**src/stall_counter.sv**
```systemverilog
`default_nettype none

module stall_counter (
    input  wire         clk,
    input  wire         reset,
    input  wire         is_stall,
    output logic [31:0] stall_cycles
);

    always_ff @(posedge clk) begin
        if (reset) begin
            stall_cycles <= '0;
        end else if (is_stall && stall_cycles != '1) begin // hold at max
            stall_cycles <= stall_cycles + 32'd1;
        end
    end

endmodule

`default_nettype wire

```
**config.mk**
```make
export PLATFORM = sky130hd
export DESIGN_NAME = stall_counter
export DESIGN_NICKNAME = d
export VERILOG_FILES = /design/src/stall_counter.sv
export SDC_FILE = /design/constraint.sdc
export NUM_CORES = 1
export LEC_CHECK = 0
export BUFFER_PORTS_ARGS = -buffer_cell sky130_fd_sc_hd__buf_2
export CORE_UTILIZATION = 58
export DETAILED_ROUTE_END_ITERATION = 6
export GPL_TIMING_DRIVEN = 0
export PLACE_DENSITY = 0.84
export RECOVER_POWER = 100
export SLEW_MARGIN = 20
export SYNTH_ARGS = -nofsm -noshare
export SYNTH_HDL_FRONTEND = slang
export SYNTH_SLANG_ARGS = --single-unit
```
**constraint.sdc**
```tcl
create_clock -name clk -period 4.05 [get_ports clk]
set_input_delay 0.2025 -clock clk [delete_from_list [all_inputs] [get_ports clk]]
set_output_delay 0.2025 -clock clk [all_outputs]
set_load 0.005 [all_outputs]
```
==> key figures <==
Power and ir drop
  – Power Density: ~320 nW/um^2
  – Reg power frac: 51.8%
  – Combinational share of power: 2.7%
  – Final Total Pwr: ~600 uW
  – Static Leak: between 0.0006 and 0.0007 uW
  – Clock power frac: 45.5%
  – Switch Pwr: about 130 uW
  – VDD IR-drop max: roughly 300 uV
  – Pint: slightly below 500 uW
  – Switching share of power: roughly a fifth

Detailed routing
  – Total wire length: 4.34 mm
  – Met3 routed wirelength: approximately 340 um
  – Router iterations before antenna repair: 4
  – Via density: approximately 6.6
  – DRC errors left: 0
  – Via count: 1793
  – DR top layer: met4
  – Final ANT Viol Nets: 0
  – Met2 wire len: approximately 2 mm
  – WL per Instance: 16.0 um
  – Routed metal-1 wire length: 1.90 mm
  – Initial DRC Count: 113

Clocking
  – Post-CTS setup buffer count: 0
  – CTS sink cnt: 32
  – Hold bufs inserted after CTS: 0
  – Clock latency on the worst-skew pair: around 0.34 ns
  – TritonCTS clock tree: done
  – Max H-tree Level: 2
  – CTS max path bufs: 2
  – PostCTS Resize Cnt: 0
  – Clock Pin Slew Worst Setup and Hold Paths: approximately 0.11 ns
  – Root Driver: clkbuf_4
  – Num CTS Buffers: 5

Logic synthesis
  – Number of synthesized flops with an enable pin: 0
  – YS warnings: 0
  – Sequential area share after synthesis: a little under two fifths
  – Post-Syn Nets: 203
  – Top FF cell, synth: dfxtp_1
  – Synth async-reset ratio: 0%
  – Avg Cell Area, Syn: between 8 and 9 um^2
  – Distinct cells, synth: 39
  – Cells after Synth: between 150 and 200
  – Area of the mapped netlist: approximately 1700 um^2
  – #FFs+latches synth: 32

Finish
  – # nets final: 243
  – Non-Filler Instances: between 200 and 300
  – Filler instances: ~220
  – Largest register FFs: 32
  – Commonest non-fill, non-tap cell in the layout: dfxtp_1
  – # diodes: 0
  – Most flop-heavy register: stall_cycles
  – Fraction of layout cells with a size suffix above 1: between 15 and 20%
  – Most frequent cells in the layout: dfxtp_1, buf_2, a21oi_1
  – Area Growth Syn to Fin: 15.4%
  – Biggest registers after layout: stall_cycles (32)
  – Multi-input gate area: between 900 and 1000 um^2
  – Reg area: between 600 and 700 um^2

Setup path
  – WS Path Type: reg -> reg
  – CP Launch Type: flip-flop
  – CP max stage cell: o41ai_1
  – CP peak stage delay: around 1.1 ns
  – R2r setup slk: around 1.2 ns
  – Worst Path Arrival: ~3.1 ns
  – CP Capture Type: flip-flop
  – Crit-path cells: nand3_1 > or3_1 > clkbuf_1 > o41ai_1 > o21ai_0 > a21oi_1
  – Crit Path Max Fanout: 9
  – WP data required: approximately 4.3 ns

Floorplanning
  – I/O pin count: 35
  – Die Y: between 50 and 60 um
  – Die Wd: about 56 um
  – Core area: roughly 2700 um^2
  – Die ar.: 3110 um^2
  – Initial core utilization: 61.2%
  – FP Rows: 19

STA
  – Final Hold Viols: 0
  – Slew @ Worst Pin: about 1.3 ns
  – Post-layout worst setup margin: between 1 and 1.5 ns
  – Final Setup Violations: 0
  – RSZ-0062 raised after global routing: no
  – Max_slew headroom: between 10% and 20%
  – Skew final: approximately 0.012 ns
  – Min cycle time layout: 2.86 ns
  – Fin crit share: a little over two thirds
  – Slew Limit Fails: 0
  – Setup tns final: 0 ns
  – Max Fclk: about 0.35 GHz

GRT
  – Largest net degree at the start of global routing: 11
  – Antenna violations before repair: 0
  – Total GRT Usage: ~30%
  – Global-route wire length before repair: 7.33 mm
  – Number of global-route vias before repair: around 1600
  – Grt ovf: 0

Placed design
  – DP Worst Slack: 1.66 ns
  – Placed insts: ~260
  – Routability cong.: 0.881
  – Number of port buffers: 33
  – DP HPWL: 3.00 mm

Hold path
  – Path category of the worst min-delay check: in -> reg

Job
  – MaxCap Viol Count: 0

Status
  – Outcome: complete, no violations
## routing by layer
metal | vias to the layer above | GRT usage, %
met5 | - | 0
met4 | 0 | 15.7
met3 | 10 | 7.91
met2 | 89 | 44.6
met1 | 849 | 39.1
li1 | 845 | -
## stage by stage
stage               area, um^2  util [%]  hold WS [ns]
detailed placement        1880      68.7         0.490
global route              1930      70.7         0.311
finish                    1930      70.7         0.297
global placement          1880      68.7         0.473
floorplan                 1670         -         0.425
CTS                       1970      72.2         0.273
## cell usage after synthesis, drive strengths merged (2+ instances only)
master | instances | area, um^2
nor2 | 14 | 52.6
and3 | 4 | 30.0
nor2b | 2 | 12.5
clkbuf | 8 | 30.0
o31ai | 12 | 90.1
nand3 | 14 | 75.1
buf | 3 | 15.0
a21oi | 22 | 110
xnor2 | 6 | 52.6
a2111oi | 2 | 17.5
dfxtp | 32 | 641
nor3b | 2 | 15.0
nor4 | 5 | 37.5
nor3 | 2 | 10.0
mux2 | 2 | 22.5
inv | 2 | 7.51
or4 | 12 | 90.1
nand2 | 10 | 37.5
nand4 | 10 | 62.6
and4 | 4 | 35.0
or3 | 11 | 73.8
o21ai | 8 | 40.0
## cell families after synthesis
logic type	count (synthesis)	synth area share, %
AO/OA/AOI/OAI	49	18.8
flip-flops	32	38.3
XOR/XNOR	7	3.66
buffers and inverters	13	3.14
adder cells (fa/ha/maj)	1	0.747
AND/OR/NAND/NOR	94	33.4
multiplexers	3	1.94
## power groups by stage
stage	clock network (uW)	logic [uW]	registers, uW
after floorplan	0	11.0	326
after global placement	0	16.8	326
after detailed placement	0	17.6	327
after CTS	280	17.8	319
after global routing	296	18.9	320
final	281	16.8	320
## final timing paths
| kind | start | to | cells after the start |
|---|---|---|---|
| worst min-delay path | reset | stall_cycles[21] | 3 |
| worst max register to register | stall_cycles[13] | stall_cycles[6] | 6 |
| worst max-delay path | stall_cycles[13] | stall_cycles[6] | 6 |
| worst min register to register | stall_cycles[23] | stall_cycles[23] | 2 |
## area by class of cell
| type | count | share of cell area, % |
|---|---|---|
| clock buffer | 7 | 3.37 |
| sequential | 32 | 33.2 |
| buffer | 11 | 2.20 |
| multi-input combinational | 154 | 49.2 |
| timing repair buffer | 33 | 8.10 |
| inverter | 2 | 0.389 |
| clock inverter | 1 | 1.55 |
| tap | 31 | 2.01 |
## worst max-delay path, delay by kind of cell (launching register included)
kind | cells | cell delay [ns]
DFF | 1 | 0.43
and+or+nand+nor | 2 | 0.56
AOI/OAI and AO/OA | 3 | 1.58
buffers and inverters | 1 | 0.21
(Power assumes the default switching activity.)
