**src/mem_pkg.sv**
```systemverilog
`default_nettype none

package mem_pkg;

    localparam int XLEN = 32;

    typedef logic [XLEN-1:0] uint_x;
    typedef logic [31:0]     addr_t;

    localparam addr_t ADDR_NONE = '1; // no reservation held

    typedef enum logic [1:0] {
        MEN_X,
        MEN_L,
        MEN_S,
        MEN_A  // atomic
    } mem_sel_e;

    // also the write mask code on the bus
    typedef enum logic [1:0] {
        SIZE_B,
        SIZE_H,
        SIZE_W
    } mem_size_e;

    typedef enum logic {
        OP_SIGNED,
        OP_UNSIGNED
    } sign_sel_e;

    typedef enum logic [3:0] {
        ASEL_LR,
        ASEL_SC,
        ASEL_AMO_SWAP,
        ASEL_AMO_ADD,
        ASEL_AMO_XOR,
        ASEL_AMO_AND,
        ASEL_AMO_OR,
        ASEL_AMO_MIN,
        ASEL_AMO_MAX
    } aext_sel_e;

    typedef logic [3:0] trap_cause_t;

    localparam trap_cause_t CAUSE_LOAD_ACCESS_FAULT      = 4'd5;
    localparam trap_cause_t CAUSE_STORE_AMO_ACCESS_FAULT = 4'd7;

    typedef struct packed {
        mem_sel_e  mem_wen;
        mem_size_e mem_size;
        sign_sel_e sign_sel;
        aext_sel_e a_sel;
    } mem_ctrl_t;

    typedef struct packed {
        logic        valid;
        trap_cause_t cause;
    } trap_info_t;

    typedef struct packed {
        logic      valid;
        logic      wen;
        addr_t     addr;
        uint_x     wdata;
        mem_size_e wmask;
    } cache_req_t;

    typedef struct packed {
        logic  valid;
        logic  error;
        uint_x rdata;
    } cache_resp_t;

endpackage

`default_nettype wire

```
**src/amo_alu.sv**
```systemverilog
`default_nettype none

module amo_alu (
    input  wire mem_pkg::aext_sel_e a_sel,
    input  wire mem_pkg::sign_sel_e sign_sel,
    input  wire mem_pkg::uint_x     mem_rdata,
    input  wire mem_pkg::uint_x     rs2_data,
    output mem_pkg::uint_x          wdata
);
    import mem_pkg::*;

    logic mem_lt; // memory value below rs2

    assign mem_lt = (sign_sel == OP_SIGNED) ? ($signed(mem_rdata) < $signed(rs2_data))
                                            : (mem_rdata < rs2_data);

    always_comb begin
        case (a_sel)
            ASEL_AMO_SWAP: wdata = rs2_data;
            ASEL_AMO_ADD:  wdata = mem_rdata + rs2_data;
            ASEL_AMO_XOR:  wdata = mem_rdata ^ rs2_data;
            ASEL_AMO_AND:  wdata = mem_rdata & rs2_data;
            ASEL_AMO_OR:   wdata = mem_rdata | rs2_data;
            ASEL_AMO_MIN:  wdata = mem_lt ? mem_rdata : rs2_data;
            ASEL_AMO_MAX:  wdata = mem_lt ? rs2_data : mem_rdata;
            default:       wdata = rs2_data; // lr and sc never write through here
        endcase
    end

endmodule

`default_nettype wire

```
**config.mk**
```make
export PLATFORM = sky130hd
export DESIGN_NAME = amo_alu
export DESIGN_NICKNAME = d
export VERILOG_FILES = /design/src/mem_pkg.sv /design/src/amo_alu.sv
export SDC_FILE = /design/constraint.sdc
export NUM_CORES = 1
export LEC_CHECK = 0
export BUFFER_PORTS_ARGS = -buffer_cell sky130_fd_sc_hd__buf_4
export CAP_MARGIN = 20
export CORE_ASPECT_RATIO = 1.5
export CORE_MARGIN = 5
export CORE_UTILIZATION = 59
export DETAILED_ROUTE_END_ITERATION = 6
export MAX_ROUTING_LAYER = met4
export PLACE_DENSITY = 0.84
export SLEW_MARGIN = 0
export SYNTH_ARGS = -nofsm -noshare
export SYNTH_HDL_FRONTEND = slang
export SYNTH_SLANG_ARGS = --single-unit
export TNS_END_PERCENT = 100
```
**constraint.sdc**
```tcl
create_clock -name vclk -period 5.1
set_input_delay 1.02 -clock vclk [all_inputs]
set_output_delay 1.02 -clock vclk [all_outputs]
set_load 0.01 [all_outputs]
```
==> results.py, run 1 <==
metrics = {
    "final_layout": {
        "finish.utilization_pct": 75.4,
        "clkbuf_count": 0,
        "layout.sequential_cells": 0,
        "most_frequent_cells_in_the_layout": "sky130_fd_sc_hd__buf_4, sky130_fd_sc_hd__ha_1, sky130_fd_sc_hd__inv_1",
        "insertedDiodeCount": 0,
        "drive_gt1_share_pct": 22.4,
        "areaGrowthSynthToFinish_pct": 24.0,
        "layout.area.seq_um2": 0,
        "final_common_cell": "sky130_fd_sc_hd__buf_4",
        "final_nets": 968,
    },
    "synth": {
        "post_synth_mux_area_share_pct": 4.48,
        "synth-xor-area-share_pct": 2.99,
        "yosys.area_share.adder_pct": 26.0,
        "cell_types_with_the_largest_area_share_after_synthesis": "sky130_fd_sc_hd__ha_1, sky130_fd_sc_hd__a21oi_1, sky130_fd_sc_hd__inv_1",
        "synth-seq-area-share_pct": 0,
        "netlist-cell-type-count": 68,
        "synth_area_per_cell_um2": 6.79,
        "post_synth_and_or_nand_nor_area_fraction_pct": 19.1,
        "synth_top_family_by_area": "compound AO/OA/AOI/OAI gates",
        "synth_warn": 0,
        "synthesis.nets": 856,
        "syn-instance-count": 690,
        "synthesized_area_fraction_occupied_by_ao_oa_aoi_and_oai_cells_pct": 36.5,
        "synth_top_cell_by_area": "sky130_fd_sc_hd__ha_1",
        "synth.cell_area_mm2": 0.00469,
        "synth_top_area_share_pct": 25.6,
    },
    "routing": {
        "via_per_inst": 6.64,
        "detailedRoute.firstPassIterationCount": 5,
        "drc": 0,
        "drt-total-wl_mm": 17.7,
        "routedWlPerCell_um": 19.6,
        "vias": 5990,
        "antenna_left": 0,
        "drt_first_iter_violations": 458,
    },
    "timing": {
        "tightest_slew_ns": 0.967,
        "max_freq_mhz": 199,
        "maxSlewViolCount": 0,
        "setup_repair_after_global_routing_missed_its_margin": "false",
        "hold_slack_ns": 2.38,
        "final-setup-viol-count": 0,
        "final_period_minus_worst_setup_slack_ns": 5.02,
        "hold_viol_final": 0,
        "slew_headroom_pct": 35.4,
        "timing.final.crit_share_pct": 98.4,
        "finalWorstSetupSlack_ns": 0.0813,
    },
    "critical_path": {
        "critical_path.most_common_cell": "sky130_fd_sc_hd__buf_4",
        "worstPathCellList": "buf_4 > inv_1 > ha_1 > inv_1 > a21oi_1 > a21oi_1 > nor4_2 > o311ai_2 > buf_4 > and3_1 > buf_4 > or2_4 > a221o_1 > buf_4",
        "worstSetupEndpointType": "primary output",
        "cpPeakStageDelay_ns": 0.41,
        "signal_arrival_time_at_the_worst_endpoint_ns": 4.00,
        "crit_path_max_fanout": 7,
        "critPathRequiredTime_ns": 4.08,
        "cpMaxStageDelayCell": "sky130_fd_sc_hd__ha_1",
        "critical_path.startpoint_type": "primary input",
        "critPathKind": "in2out",
    },
    "die": {
        "initial_core_util_pct": 60.8,
        "design.die.area_mm2": 0.00987,
        "fp.dieW_um": 82.8,
        "rows": 39,
        "core_area_mm2": 0.00771,
        "pin_count": 101,
        "floorplan.die.height_um": 119,
    },
    "global_routing": {
        "grt_pass1_vias": 5918,
        "global_route.usage.total_pct": 36.0,
        "globalRoute.totalOverflow": 0,
        "grt_pass1_wl_mm": 27.9,
        "antenna_found_initial": 0,
        "grt_start_max_net_pins": 33,
    },
    "power": {
        "share_seq_of_total_power_pct": 0,
        "vdd.ir_drop.worst_v": 0.0000742,
        "internal_power_w": 0.000295,
        "power_w": 0.000678,
        "p_leak_nw": 2.89,
        "power.switching_w": 0.000383,
        "pwr-share-clk_pct": 0,
        "power.switching_fraction_pct": 56.5,
        "power.density_mw_per_mm2": 117,
        "comb_power_share_pct": 100.0,
    },
    "worst_hold_path": {
        "timing.hold.worst_path_depth": 3,
        "hold-path-endpoint": "wdata[0]",
        "hold_start": "mem_rdata[0]",
        "hold_path.class": "in2out",
    },
    "placement": {
        "routabilityCongestion": 1.09,
        "port_buffers": 101,
        "place.detailed.hpwl_mm": 13.8,
        "dp_worst_setup_slack_ns": -0.318,
    },
    "run": {
        "drv_cap": 0,
    },
    "clock_network": {
        "cts_hold_buffers": 0,
    },
    "status": {
        "status": "complete, no violations",
    },
}
## power groups by stage
stage	Combinational (W)	Clock, W	Sequential, W
floorplan	0.000395	0	0
global placement	0.000638	0	0
detailed placement	0.000653	0	0
CTS	0.000661	0	0
global route	0.000729	0	0
finish	0.000678	0	0
## synthesized netlist by cell type, types with 4 or more instances
master / instances
sky130_fd_sc_hd__o21bai_1: 5
sky130_fd_sc_hd__o221ai_1: 15
sky130_fd_sc_hd__nand4_1: 11
sky130_fd_sc_hd__a21oi_1: 72
sky130_fd_sc_hd__nor4_2: 4
sky130_fd_sc_hd__a32oi_1: 6
sky130_fd_sc_hd__and2_1: 7
sky130_fd_sc_hd__nand2b_1: 5
sky130_fd_sc_hd__a31oi_1: 5
sky130_fd_sc_hd__clkbuf_1: 22
sky130_fd_sc_hd__buf_4: 4
sky130_fd_sc_hd__nand3_1: 10
sky130_fd_sc_hd__buf_2: 14
sky130_fd_sc_hd__o311a_1: 4
sky130_fd_sc_hd__a211oi_1: 6
sky130_fd_sc_hd__o21ai_0: 41
sky130_fd_sc_hd__nor2_1: 47
sky130_fd_sc_hd__o2111ai_1: 5
sky130_fd_sc_hd__nor2b_1: 6
sky130_fd_sc_hd__mux2i_1: 21
sky130_fd_sc_hd__nor4_1: 5
sky130_fd_sc_hd__o211ai_1: 14
sky130_fd_sc_hd__xnor2_1: 11
sky130_fd_sc_hd__a21o_1: 11
sky130_fd_sc_hd__a31o_2: 4
sky130_fd_sc_hd__a221oi_1: 4
sky130_fd_sc_hd__a22oi_1: 5
sky130_fd_sc_hd__inv_1: 77
sky130_fd_sc_hd__a221o_1: 6
sky130_fd_sc_hd__xor2_1: 5
sky130_fd_sc_hd__nand2_1: 59
sky130_fd_sc_hd__o22ai_1: 22
sky130_fd_sc_hd__ha_1: 96
sky130_fd_sc_hd__nor3_1: 5
## worst max path at each step
stage | end | from
after floorplan | wdata[26] | mem_rdata[0]
after global placement | wdata[14] | rs2_data[1]
after detailed placement | wdata[10] | rs2_data[1]
after CTS | wdata[16] | rs2_data[1]
after global routing | wdata[19] | mem_rdata[21]
final | wdata[16] | rs2_data[3]
## through the flow
step           TNS, ns  cell area, µm²  cells
2_1_floorplan        0            4690    690
5_1_grt              0            5810    902
3_5_place_dp     -5.19            5760    900
6_report             0            5810    902
3_3_place_gp     -3.83            5760    900
4_1_cts              0            5790    902
## cell type report
class,instances,area (µm²)
fill,654,1900
inverter,79,297
multi-input combinational,567,4220
tap,102,128
timing repair buffer,154,1170
## what timing repair did
item,4_1_cts,5_1_grt
pin swaps,1,2
buffers inserted,2,0
setup endpoints to repair,27,16
gates resized for setup,3,6
## metal layers
layer	vias up	GRT usage [%]	wire length (µm)	part of all wire, %
met2	405	61.9	8690	49
met4	0	20.0	1180	6.6
met1	2724	39.1	6300	36
li1	2754	-	-	-
met3	107	3.40	1550	8.8
met5	-	-	0	0
## cells by family after synthesis
| family | Yosys count |
|---|---|
| buffers and inverters | 123 |
| AND/OR/NAND/NOR | 178 |
| XOR/XNOR | 16 |
| adder cells (fa/ha/maj) | 97 |
| AO/OA/AOI/OAI | 255 |
| multiplexers | 21 |
## critical path, delay by kind of cell
family	cells	cell delay [ns]
AO/OA/AOI/OAI	4	0.99
AND/OR/NAND/NOR	3	0.85
buffers and inverters	6	0.74
adder cells (fa/ha/maj)	1	0.41
(Power assumes the default switching activity.)
==> run 2, diff against run 1 <==
--- a/config.mk
+++ b/config.mk
@@ -5,14 +5,14 @@
 export SDC_FILE = /design/constraint.sdc
 export NUM_CORES = 1
 export LEC_CHECK = 0
-export BUFFER_PORTS_ARGS = -buffer_cell sky130_fd_sc_hd__buf_4
 export CAP_MARGIN = 20
 export CORE_ASPECT_RATIO = 1.5
 export CORE_MARGIN = 5
-export CORE_UTILIZATION = 59
+export CORE_UTILIZATION = 60
 export DETAILED_ROUTE_END_ITERATION = 6
+export DONT_BUFFER_PORTS = 1
 export MAX_ROUTING_LAYER = met4
-export PLACE_DENSITY = 0.84
+export PLACE_DENSITY = 0.74
 export SLEW_MARGIN = 0
 export SYNTH_ARGS = -nofsm -noshare
 export SYNTH_HDL_FRONTEND = slang
==> constraint.sdc (replaced) <==
create_clock -name vclk -period 5.1
set_input_delay 1.02 -clock vclk [all_inputs]
set_output_delay 1.02 -clock vclk [all_outputs]
set_load 0.02 [all_outputs]
==> run 2 against run 1 <==
Net effect: wire length fell by 2.5%; sequential cell count unchanged; die area decreased by 1.5%; total power is 8.0% lower; combinational power down 8.0%; design area is 10% lower; maximum frequency is 1.4% higher; global-route usage fell by 1.2 points; via count fell by 5.8%; sequential share of layout area did not move; critical path depth is 3 lower; critical path type unchanged; largest power group unchanged.
==> results.py, run 2 (same netlist as run 1, synthesis figures left out) <==
metrics = {
    "worst_hold_path": {
        "hold_path.class": "in2out",
        "hold_start": "rs2_data[29]",
        "hold-path-endpoint": "wdata[29]",
        "timing.hold.worst_path_depth": 1,
    },
    "final_layout": {
        "insertedDiodeCount": 0,
        "layout.area.seq_um2": 0,
        "clkbuf_count": 0,
        "fillers": 697,
        "areaGrowthSynthToFinish_pct": 11.6,
        "drive_gt1_share_pct": 14.0,
        "most_frequent_cells_in_the_layout": "sky130_fd_sc_hd__ha_1, sky130_fd_sc_hd__inv_1, sky130_fd_sc_hd__buf_4",
        "multiInputGateArea_mm2": 0.00422,
        "final_common_cell": "sky130_fd_sc_hd__ha_1",
        "layout.sequential_cells": 0,
        "final_nets": 891,
    },
    "die": {
        "design.die.area_mm2": 0.00972,
        "floorplan.die.height_um": 118,
        "pin_count": 101,
        "fp.dieW_um": 82.2,
        "initial_core_util_pct": 61.6,
        "rows": 39,
        "core_area_mm2": 0.00761,
    },
    "timing": {
        "setup_tns_ns": 0,
        "timing.final.crit_share_pct": 97.0,
        "maxSlewViolCount": 0,
        "final_period_minus_worst_setup_slack_ns": 4.95,
        "max_freq_mhz": 202,
        "slew_headroom_pct": 33.0,
        "final-setup-viol-count": 0,
        "hold_viol_final": 0,
        "tightest_slew_ns": 1.00,
        "setup_repair_after_global_routing_missed_its_margin": "false",
    },
    "critical_path": {
        "critPathKind": "in2out",
        "signal_arrival_time_at_the_worst_endpoint_ns": 3.93,
        "critical_path.startpoint_type": "primary input",
        "cp_num_buf_inv": 2,
        "worstPathCellList": "inv_1 > ha_1 > nor2_1 > o21ai_0 > a21oi_1 > nor4_4 > o311ai_4 > buf_4 > and3_4 > or3_4 > a221o_1",
        "cpLargestDelayFamily": "compound AO/OA/AOI/OAI gates",
        "crit_path_max_fanout": 6,
        "cpPeakStageDelay_ns": 0.48,
        "critPathRequiredTime_ns": 4.08,
        "worstSetupEndpointType": "primary output",
        "cpMaxStageDelayCell": "sky130_fd_sc_hd__a221o_1",
    },
    "power": {
        "vdd.ir_drop.worst_v": 0.0000774,
        "p_leak_nw": 2.53,
        "power_w": 0.000624,
        "share_seq_of_total_power_pct": 0,
        "comb_power_share_pct": 100.0,
        "internal_power_w": 0.000256,
        "pwr-share-clk_pct": 0,
        "power.density_mw_per_mm2": 119,
        "power.switching_w": 0.000368,
        "power.switching_fraction_pct": 59.0,
    },
    "routing": {
        "vias": 5642,
        "drc": 0,
        "top_signal_layer_used": "met4",
        "m1WireLength_mm": 5.91,
        "met2WireLength_mm": 8.54,
        "met3_length_mm": 1.50,
        "routedWlPerCell_um": 20.9,
        "detailedRoute.firstPassIterationCount": 6,
        "drt-total-wl_mm": 17.3,
        "drt_first_iter_violations": 434,
        "via_per_inst": 6.84,
        "antenna_left": 0,
    },
    "global_routing": {
        "globalRoute.totalOverflow": 0,
        "antenna_found_initial": 0,
        "grt_start_max_net_pins": 34,
        "grt_pass1_vias": 5572,
        "grt_pass1_wl_mm": 26.5,
        "global_route.usage.total_pct": 34.7,
    },
    "run": {
        "drv_cap": 0,
    },
    "placement": {
        "port_buffers": 0,
        "routabilityCongestion": 1.02,
        "place.detailed.hpwl_mm": 13.6,
    },
    "status": {
        "status": "complete, no violations",
    },
    "clock_network": {
        "cts_hold_buffers": 0,
    },
}
run 2: changes by cell type in the layout (fill, tap and decap cells not counted), sizes merged:
cell	change
buf	-77
run 2: through the flow:
step                area, µm²  std cells  utilization, %  setup slack (ns)  hold WS (ns)
global route             5230        825            68.7            0.0366          2.29
floorplan                4690        690               -             0.522          2.24
detailed placement       5180        824            68.0            -0.162          2.28
CTS                      5190        824            68.2            0.0529          2.28
global placement         5180        824            68.0            -0.101          2.29
finish                   5230        825            68.7             0.153          2.28
run 2: what timing repair did:
item / in CTS / in global routing
resized for setup: 2 / 4
setup endpoints to repair: 25 / 7
setup buffers: 0 / 0
endpoints found under the hold margin: 0 / 0
run 2: worst max-delay path by stage:
| stage | cells after the start | endpoint | start |
|---|---|---|---|
| 2_1_floorplan | 10 | wdata[26] | mem_rdata[0] |
| 3_3_place_gp | 11 | wdata[1] | rs2_data[1] |
| 3_5_place_dp | 11 | wdata[4] | rs2_data[14] |
| 4_1_cts | 11 | wdata[31] | rs2_data[14] |
| 5_1_grt | 14 | wdata[7] | mem_rdata[13] |
| 6_report | 11 | wdata[31] | rs2_data[1] |
run 2: layout make-up:
class / count / share of cell area [%]
well taps: 102 / 2.44
multi-input cells: 567 / 80.7
inverters: 79 / 5.67
repair buffers: 77 / 11.2
run 2: power groups by stage:
stage | clock network [W] | registers (W) | logic (W)
after global routing | 0 | 0 | 0.000669
after detailed placement | 0 | 0 | 0.000602
after global placement | 0 | 0 | 0.000593
after floorplan | 0 | 0 | 0.000424
final | 0 | 0 | 0.000624
after CTS | 0 | 0 | 0.000607
run 2: layer usage:
metal | track usage [%] | up-vias
met5 | - | -
met4 | 23.9 | 0
met3 | 5.56 | 111
met2 | 59.1 | 333
met1 | 35.0 | 2601
li1 | - | 2597
