[src/mem_pkg.sv]
`default_nettype none

package mem_pkg;

    localparam int XLEN = 32;

    typedef logic [XLEN-1:0] uint_x;
    typedef logic [31:0]     addr_t;

    localparam addr_t ADDR_NONE = '1; // no reservation held

    typedef enum logic [1:0] {
        MEN_X,
        MEN_L,
        MEN_S,
        MEN_A  // atomic
    } mem_sel_e;

    // also the write mask code on the bus
    typedef enum logic [1:0] {
        SIZE_B,
        SIZE_H,
        SIZE_W
    } mem_size_e;

    typedef enum logic {
        OP_SIGNED,
        OP_UNSIGNED
    } sign_sel_e;

    typedef enum logic [3:0] {
        ASEL_LR,
        ASEL_SC,
        ASEL_AMO_SWAP,
        ASEL_AMO_ADD,
        ASEL_AMO_XOR,
        ASEL_AMO_AND,
        ASEL_AMO_OR,
        ASEL_AMO_MIN,
        ASEL_AMO_MAX
    } aext_sel_e;

    typedef logic [3:0] trap_cause_t;

    localparam trap_cause_t CAUSE_LOAD_ACCESS_FAULT      = 4'd5;
    localparam trap_cause_t CAUSE_STORE_AMO_ACCESS_FAULT = 4'd7;

    typedef struct packed {
        mem_sel_e  mem_wen;
        mem_size_e mem_size;
        sign_sel_e sign_sel;
        aext_sel_e a_sel;
    } mem_ctrl_t;

    typedef struct packed {
        logic        valid;
        trap_cause_t cause;
    } trap_info_t;

    typedef struct packed {
        logic      valid;
        logic      wen;
        addr_t     addr;
        uint_x     wdata;
        mem_size_e wmask;
    } cache_req_t;

    typedef struct packed {
        logic  valid;
        logic  error;
        uint_x rdata;
    } cache_resp_t;

endpackage

`default_nettype wire

[src/load_format.sv]
`default_nettype none

module load_format (
    input  wire mem_pkg::mem_ctrl_t ctrl,
    input  wire mem_pkg::uint_x     mem_rdata,
    input  wire                     sc_succeeded,
    output mem_pkg::uint_x          rdata
);
    import mem_pkg::*;

    logic sext_b;
    logic sext_h;

    assign sext_b = ctrl.sign_sel == OP_SIGNED && mem_rdata[7];
    assign sext_h = ctrl.sign_sel == OP_SIGNED && mem_rdata[15];

    always_comb begin
        if (ctrl.mem_wen == MEN_A) begin
            case (ctrl.a_sel)
                ASEL_SC: rdata = sc_succeeded ? '0 : uint_x'(1);
                default: rdata = mem_rdata; // lr and amo return the old word
            endcase
        end else begin
            case (ctrl.mem_size)
                SIZE_B:  rdata = {{(XLEN-8){sext_b}}, mem_rdata[7:0]};
                SIZE_H:  rdata = {{(XLEN-16){sext_h}}, mem_rdata[15:0]};
                default: rdata = mem_rdata;
            endcase
        end
    end

endmodule

`default_nettype wire

[config.mk]
export PLATFORM = sky130hd
export DESIGN_NAME = load_format
export DESIGN_NICKNAME = d
export VERILOG_FILES = /design/src/mem_pkg.sv /design/src/load_format.sv
export SDC_FILE = /design/constraint.sdc
export NUM_CORES = 1
export LEC_CHECK = 0
export BUFFER_PORTS_ARGS = -buffer_cell sky130_fd_sc_hd__buf_2
export CAP_MARGIN = 20
export CORE_MARGIN = 3
export CORE_UTILIZATION = 30
export DETAILED_ROUTE_END_ITERATION = 10
export PLACE_DENSITY = 0.95
export SLEW_MARGIN = 20
export SYNTH_ARGS = -nofsm -noshare
export SYNTH_HDL_FRONTEND = slang
export SYNTH_SLANG_ARGS = --single-unit
[constraint.sdc]
create_clock -name vclk -period 2.5
set_clock_uncertainty 0.2 [all_clocks]
set_input_delay 0.5 -clock vclk [all_inputs]
set_output_delay 0.5 -clock vclk [all_outputs]
set_load 0.02 [all_outputs]
==> qor.csv, run 1 <==
stage;metric;value;unit
run_status;run status;complete, no violations;
floorplanning;Die W;45.2;um
synth;sequential element share of the synthesized area;0;%
timing;Final setup viols;0;
critical_path;largest fanout on the critical path;8;
floorplanning;io pins;74;
power_and_ir_drop;worst vdd ir;0.0875;mV
floorplanning;die area;2050;um^2
floorplanning;Rows;13;
timing;relative slew slack;82.9;%
layout;fin nets;187;
layout;area growth from synthesis to layout;82.9;%
timing;Fin Setup TNS;0;ns
power_and_ir_drop;switching share of power;56.9;%
critical_path;CP endpoint kind;output port;
timing;Worst Tran Pin Value;0.256;ns
timing;RSZ-0062 raised after global routing;no;
power_and_ir_drop;Power, Total;0.193;mW
routing;Initial DRC Count;4;
synth;Synth Cell Area;462;um^2
global_routing;initial antenna violation count;0;
layout;share of cells above drive strength 1;69.2;%
routing;final wirelength;1710;um
floorplanning;starting density of the core;33.8;%
critical_path;critical path startpoint category;input pin;
routing;drt drc;0;
placed_design;Post-Place Cells;158;
clocking;Post-CTS Resized;0;
synth;Cell variety after synth;16;
placed_design;Port Buffer Count;74;
timing;fmax;0.411;GHz
clocking;CTS Hold Bufs;0;
timing;Max Slew Vio Count;0;
power_and_ir_drop;Logic pwr share;100.0;%
worst_hold_path;Hold Path Class;input pin to output port;
timing;Hold WS;1.08;ns
routing;DR vias/cell;4.48;
layout;FF+latch area;0;um^2
critical_path;CP required;1.80;ns
synth;Yosys Warn Count;0;
worst_hold_path;Min-Delay Path Depth;3;
routing;Antenna Nets Post-Route;0;
global_routing;vias in the first global route;597;
global_routing;largest net degree at the start of global routing;22;
placed_design;dpl hpwl;1490;um
critical_path;kind of critical path;input pin to output port;
layout;Non-Filler Instances;158;
power_and_ir_drop;Cell Pwr Density;229;nW/um^2
layout;clk_buf instances;0;
power_and_ir_drop;clock power share;0;%
power_and_ir_drop;sw power;0.110;mW
synth;Syn Nets;115;
timing;Period minus WS final;2.43;ns
power_and_ir_drop;sequential power share;0;%
power_and_ir_drop;Power Internal;0.0833;mW
worst_hold_path;hold-critical path endpoint;rdata[0];
synth;synthesized instance count;73;
global_routing;GRT Residual Overflow;0;
routing;via count;708;
layout;Layout fillers;131;
global_routing;GRT Resource Usage Total;15.6;%
timing;crit share post-route;97.2;%
floorplanning;Core Region;1370;um^2
layout;Seq cells;0;
floorplanning;Die Y;45.2;um
layout;ant diodes;0;
clocking;Setup Buffers After CTS;0;
timing;endpoints failing hold;0;
global_routing;global-route wire length before repair;2560;um
synth;Syn Area/Cell;6.32;um^2
placed_design;routability cong.;0.715;
critical_path;Worst Path Arrival;1.73;ns
routing;TritonRoute pass-1 iters;2;
power_and_ir_drop;P_leak;0.484;nW
flow_run;Max Cap Viol;0;
routing;Routed WL per cell;10.8;um
worst_hold_path;Worst Min Path Start;sc_succeeded;
## routing by layer
metal  wire length (um)  vias to the layer above  track usage (%)  share of wire [%]
met4                  0                        0                0                  0
li1                   -                      391                -                  -
met3                229                        0             1.99                 13
met5                  0                        -                0                  0
met2                845                       42             29.7                 49
met1                639                      275             19.5                 37
## cells by family (layout without fill, tap and decap cells)
group / count (synthesis) / in the layout / share of synthesized area, %
simple gates: 27 / 27 / 30.1
compound gates: 33 / 33 / 50.9
mux: 2 / 2 / 4.34
buf+inv: 11 / 81 / 14.6
## how the worst max path moves through the flow
stage | start | endpoint | slack, ns | cells after the start
after floorplan | ctrl[1] | rdata[0] | 0.12 | 5
after global placement | ctrl[7] | rdata[11] | 0.06 | 5
after detailed placement | ctrl[7] | rdata[12] | 0.04 | 5
after CTS | ctrl[7] | rdata[12] | 0.04 | 5
after global routing | ctrl[7] | rdata[20] | 0.02 | 6
final | ctrl[7] | rdata[14] | 0.07 | 5
## area by class of cell
type	count	area, um^2	share of cell area (%)
repair buffers	80	428	50.7
well taps	15	18.8	2.22
multi-input cells	62	394	46.7
inverters	1	3.75	0.444
## placed cells by master, fill, tap and decap left out, drive strengths merged
master,synthesis,layout
or4b,1,1
a21oi,24,24
mux2i,2,2
a21o,1,1
or3,1,1
nor2b,7,7
nand2,16,16
inv,1,1
nor4b,1,1
o21ai,8,8
buf,7,80
and3,1,1
## power groups by stage
| stage | Clock [mW] | Sequential, mW | Combinational, mW |
|---|---|---|---|
| after global routing | 0 | 0 | 0.210 |
| after detailed placement | 0 | 0 | 0.195 |
| after global placement | 0 | 0 | 0.191 |
| final | 0 | 0 | 0.193 |
| after CTS | 0 | 0 | 0.195 |
| after floorplan | 0 | 0 | 0.120 |
## cell usage after synthesis
master / n / area (um^2)
or3_1: 1 / 6.26
nor4b_1: 1 / 8.76
and3_1: 1 / 6.26
inv_1: 1 / 3.75
nand2_1: 16 / 60.1
clkbuf_1: 3 / 11.3
o21ai_0: 8 / 40.0
a21oi_2: 18 / 158
nor2b_1: 7 / 43.8
buf_6: 2 / 22.5
or4b_4: 1 / 13.8
buf_4: 2 / 15.0
mux2i_1: 2 / 20.0
buf_2: 3 / 15.0
a21oi_1: 6 / 30.0
a21o_1: 1 / 7.51
## critical path, cell delays in order
cell     delay (ns)
buf_2          0.10
a21o_1         0.22
or4b_4         0.59
a21oi_2        0.15
buf_2          0.17
## through the flow
stage / util (%) / worst slack (ns) / area [um^2]
detailed placement: 61.8 / 0.0386 / 845
global placement: 61.8 / 0.0577 / 845
finish: 61.8 / 0.0693 / 845
global route: 61.8 / 0.0165 / 845
CTS: 61.8 / 0.0359 / 845
floorplan: - / 0.118 / 462
(Power assumes the default switching activity.)
==> run 2: changes to the inputs <==
--- a/config.mk
+++ b/config.mk
@@ -10,7 +10,7 @@
 export CORE_MARGIN = 3
 export CORE_UTILIZATION = 30
 export DETAILED_ROUTE_END_ITERATION = 10
-export PLACE_DENSITY = 0.95
+export PLACE_DENSITY = 0.94
 export SLEW_MARGIN = 20
 export SYNTH_ARGS = -nofsm -noshare
 export SYNTH_HDL_FRONTEND = slang
==> qor.csv, run 2 (synthesis gave the netlist of run 1 again) <==
stage;metric;value;unit;change
run_status;run status;complete, no violations;;unchanged
layout;FF+latch area;0;um^2;unchanged
placed_design;routability cong.;0.643;;was 0.715
layout;fin nets;187;;unchanged
global_routing;global-route wire length before repair;2700;um;was 2560 um
global_routing;initial antenna violation count;0;;unchanged
floorplanning;starting density of the core;33.8;%;unchanged
routing;drt drc;0;;unchanged
timing;Hold WS;1.08;ns;about the same
timing;fmax;0.413;GHz;was 0.411 GHz
floorplanning;Die W;45.2;um;unchanged
critical_path;Worst Path Arrival;1.72;ns;was 1.73 ns
timing;Final setup viols;0;;unchanged
global_routing;vias in the first global route;671;;was 597
routing;Routed WL per cell;11.8;um;was 10.8 um
timing;Max Slew Vio Count;0;;unchanged
floorplanning;Die Y;45.2;um;unchanged
worst_hold_path;hold-critical path endpoint;rdata[0];;unchanged
power_and_ir_drop;P_leak;0.484;nW;unchanged
layout;area growth from synthesis to layout;82.9;%;unchanged
routing;met2 wire length;1000;um;was 845 um
placed_design;pre-CTS setup slack;0.0465;ns;was 0.0386 ns
routing;Top Metal Used;met3;;unchanged
floorplanning;die area;2050;um^2;unchanged
layout;ant diodes;0;;unchanged
clocking;CTS Hold Bufs;0;;unchanged
global_routing;largest net degree at the start of global routing;23;;was 22
timing;fin worst setup slack;0.0778;ns;was 0.0693 ns
routing;routed length on met3;238;um;was 229 um
layout;share of cells above drive strength 1;69.2;%;unchanged
floorplanning;Rows;13;;unchanged
routing;TritonRoute pass-1 iters;4;;was 2
routing;final wirelength;1870;um;was 1710 um
flow_run;Max Cap Viol;0;;unchanged
placed_design;dpl hpwl;1640;um;was 1490 um
floorplanning;io pins;74;;unchanged
floorplanning;Core Region;1370;um^2;unchanged
critical_path;largest fanout on the critical path;8;;unchanged
routing;Antenna Nets Post-Route;0;;unchanged
placed_design;Port Buffer Count;74;;unchanged
routing;M1 WL;627;um;was 639 um
routing;Initial DRC Count;3;;was 4
layout;most frequent cells in the layout;74 x buf_2, 18 x a21oi_2, 16 x nand2_1;;unchanged
timing;relative slew slack;83.6;%;was 82.9%
timing;Period minus WS final;2.42;ns;was 2.43 ns
global_routing;GRT Resource Usage Total;16.8;%;was 15.6%
worst_hold_path;Hold Path Class;input pin to output port;;unchanged
global_routing;GRT Residual Overflow;0;;unchanged
power_and_ir_drop;Power, Total;0.195;mW;was 0.193 mW
timing;Worst Tran Pin Value;0.243;ns;was 0.256 ns
layout;commonest non-fill, non-tap cell in the layout;buf_2;;unchanged
timing;Fin Setup TNS;0;ns;unchanged
critical_path;CP required;1.80;ns;about the same
routing;DR vias/cell;4.81;;was 4.48
timing;endpoints failing hold;0;;unchanged
timing;RSZ-0062 raised after global routing;no;;unchanged
worst_hold_path;Min-Delay Path Depth;3;;unchanged
layout;clk_buf instances;0;;unchanged
timing;crit share post-route;96.9;%;was 97.2%
power_and_ir_drop;worst vdd ir;0.0880;mV;was 0.0875 mV
critical_path;CP endpoint kind;output port;;unchanged
layout;Seq cells;0;;unchanged
critical_path;kind of critical path;input pin to output port;;unchanged
power_and_ir_drop;Cell Pwr Density;231;nW/um^2;was 229 nW/um^2
clocking;Post-CTS Resized;0;;unchanged
clocking;Setup Buffers After CTS;0;;unchanged
critical_path;critical path startpoint category;input pin;;unchanged
routing;via count;760;;was 708
worst_hold_path;Worst Min Path Start;sc_succeeded;;unchanged
## run 2: cell counts in the layout (fill, tap and decap cells not counted)
Identical to the previous run, type by type.
## run 2: worst max-delay path by stage
| stage | slack (ns) | from | end | cells after the start |
|---|---|---|---|---|
| 2_1_floorplan | 0.12 | ctrl[1] | rdata[0] | 5 |
| 3_3_place_gp | 0.07 | ctrl[7] | rdata[11] | 5 |
| 3_5_place_dp | 0.05 | ctrl[7] | rdata[14] | 5 |
| 4_1_cts | 0.05 | ctrl[7] | rdata[14] | 5 |
| 5_1_grt | 0.03 | ctrl[7] | rdata[11] | 5 |
| 6_report | 0.08 | ctrl[7] | rdata[14] | 5 |
## run 2: routing by layer
metal,GRT usage [%],vias up
met5,0,-
met4,0,0
met3,2.39,0
met2,34.7,44
met1,18.6,326
li1,-,390
## run 2: through the flow
stage / cells / utilization (%) / cell area (um^2)
6_report: 158 / 61.8 / 845
5_1_grt: 158 / 61.8 / 845
4_1_cts: 158 / 61.8 / 845
3_5_place_dp: 158 / 61.8 / 845
3_3_place_gp: 158 / 61.8 / 845
2_1_floorplan: 73 / - / 462
## run 2: critical path: stages
cell     delay [ns]
buf_2          0.10
a21o_1         0.21
or4b_4         0.58
a21oi_2        0.15
buf_2          0.17
## run 2: cell type report
cell class | count | area [um^2]
repair buffers | 80 | 428
inverters | 1 | 3.75
fillers | 133 | 522
well taps | 15 | 18.8
multi-input cells | 62 | 394
## run 2: where the power goes
part           internal, mW  total (mW)  switching (mW)  leakage (nW)
sequential                0           0               0             0
clock                     0           0               0             0
combinational        0.0833       0.195           0.112         0.484
total                0.0833       0.195           0.112         0.484
==> run 3: changes to the inputs <==
==> constraint.sdc (replaced) <==
create_clock -name vclk -period 2.5
set_clock_uncertainty 0.2 [all_clocks]
set_input_delay 0.125 -clock vclk [all_inputs]
set_output_delay 0.125 -clock vclk [all_outputs]
set_load 0.02 [all_outputs]
==> qor.csv, run 3 (synthesis gave the netlist of run 1 again) <==
stage;metric;value;unit;change
run_status;run status;complete, no violations;;unchanged
critical_path;cell mode on critical path;buf_2;;unchanged
timing;relative slew slack;53.7;%;was 83.6%
layout;commonest non-fill, non-tap cell in the layout;buf_2;;unchanged
floorplanning;io pins;74;;unchanged
clocking;Setup Buffers After CTS;0;;unchanged
critical_path;crit path max-delay cell type;or3_1;;was or4b_4
layout;Layout fillers;118;;was 133
layout;FF+latch area;0;um^2;unchanged
critical_path;critical path startpoint category;input pin;;unchanged
critical_path;Worst path top cell family by delay;simple AND/OR/NAND/NOR gates;;unchanged
flow_run;Max Cap Viol;0;;unchanged
global_routing;GRT Resource Usage Total;14.3;%;was 16.8%
routing;Antenna Nets Post-Route;0;;unchanged
clocking;Post-CTS Resized;0;;unchanged
critical_path;Worst Path Arrival;1.54;ns;was 1.72 ns
timing;endpoints failing hold;0;;unchanged
timing;Period minus WS final;1.87;ns;was 2.42 ns
layout;most frequent cells in the layout;74 x buf_2, 18 x a21oi_2, 16 x nand2_1;;unchanged
routing;via count;721;;was 760
timing;fmax;0.536;GHz;was 0.413 GHz
layout;multi-input logic area;394;um^2;unchanged
timing;crit share post-route;74.6;%;was 96.9%
floorplanning;Rows;13;;unchanged
global_routing;largest net degree at the start of global routing;23;;unchanged
routing;Initial DRC Count;4;;was 3
routing;Routed WL per cell;11.2;um;was 11.8 um
layout;Seq cells;0;;unchanged
critical_path;CP endpoint kind;output port;;unchanged
global_routing;global-route wire length before repair;2350;um;was 2700 um
routing;final wirelength;1740;um;was 1870 um
floorplanning;Die W;45.2;um;unchanged
global_routing;initial antenna violation count;0;;unchanged
placed_design;dpl hpwl;1480;um;was 1640 um
power_and_ir_drop;Power, Total;0.191;mW;was 0.195 mW
critical_path;Buf/Inv on CP;2;;unchanged
critical_path;CP required;2.17;ns;was 1.80 ns
worst_hold_path;Hold Path Class;input pin to output port;;unchanged
timing;Worst Tran Pin Value;0.694;ns;was 0.243 ns
layout;clk_buf instances;0;;unchanged
critical_path;largest fanout on the critical path;16;;was 8
floorplanning;Core Region;1370;um^2;unchanged
critical_path;kind of critical path;input pin to output port;;unchanged
clocking;CTS Hold Bufs;0;;unchanged
power_and_ir_drop;Cell Pwr Density;236;nW/um^2;was 231 nW/um^2
power_and_ir_drop;P_leak;0.467;nW;was 0.484 nW
timing;RSZ-0062 raised after global routing;no;;unchanged
routing;TritonRoute pass-1 iters;3;;was 4
floorplanning;Die Y;45.2;um;unchanged
timing;Max Slew Vio Count;0;;unchanged
global_routing;GRT Residual Overflow;0;;unchanged
placed_design;Port Buffer Count;74;;unchanged
critical_path;largest stage delay on the critical path;0.67;ns;was 0.58 ns
layout;share of cells above drive strength 1;68.6;%;was 69.2%
critical_path;worst-path cell chain;buf_2, a21o_1, or3_1, a21oi_1, buf_2;;was buf_2, a21o_1, or4b_4, a21oi_2, buf_2
layout;area growth from synthesis to layout;75.3;%;was 82.9%
floorplanning;starting density of the core;33.8;%;unchanged
floorplanning;die area;2050;um^2;unchanged
timing;Fin Setup TNS;0;ns;unchanged
placed_design;routability cong.;0.671;;was 0.643
routing;drt drc;0;;unchanged
global_routing;vias in the first global route;556;;was 671
layout;ant diodes;0;;unchanged
power_and_ir_drop;worst vdd ir;0.0926;mV;was 0.0880 mV
layout;fin nets;184;;was 187
timing;Final setup viols;0;;unchanged
routing;DR vias/cell;4.65;;was 4.81
[run 3: cell count changes in the layout (fill, tap and decap cells not counted), sizes merged]
cell,previous run,this run
buf,80,77
[run 3: through the flow]
stage / hold WS (ns) / worst slack (ns) / cell area (um^2) / util (%) / std cells
finish: 0.330 / 0.635 / 810 / 59.2 / 155
global route: 0.356 / 0.564 / 810 / 59.2 / 155
CTS: 0.336 / 0.632 / 810 / 59.2 / 155
detailed placement: 0.334 / 0.637 / 810 / 59.2 / 155
global placement: 0.326 / 0.707 / 810 / 59.2 / 155
floorplan: 0.195 / 0.868 / 462 / - / 73
[run 3: final timing paths]
check | start | endpoint | depth (start not counted)
setup / recovery | ctrl[7] | rdata[18] | 5
hold / removal | sc_succeeded | rdata[0] | 3
[run 3: area by class of cell]
cell class,instances,share of cell area [%]
Inverter,1,0.464
Timing Repair Buffer,77,48.5
Multi-Input combinational cell,62,48.7
Tap cell,15,2.32
[run 3: worst min-delay path, stage by stage]
cell     delay (ns)
buf_2          0.07
mux2i_1        0.05
buf_2          0.15
[run 3: power breakdown]
part           switching, mW  total [mW]  internal [mW]
sequential                 0           0              0
combinational          0.110       0.191         0.0806
clock                      0           0              0
total                  0.110       0.191         0.0806
[run 3: metal layers]
| layer | global-route usage, % | wire, um |
|---|---|---|
| met1 | 16.9 | 644 |
| met2 | 28.0 | 854 |
| met3 | 2.39 | 243 |
| met4 | 0 | 0 |
| met5 | 0 | 0 |
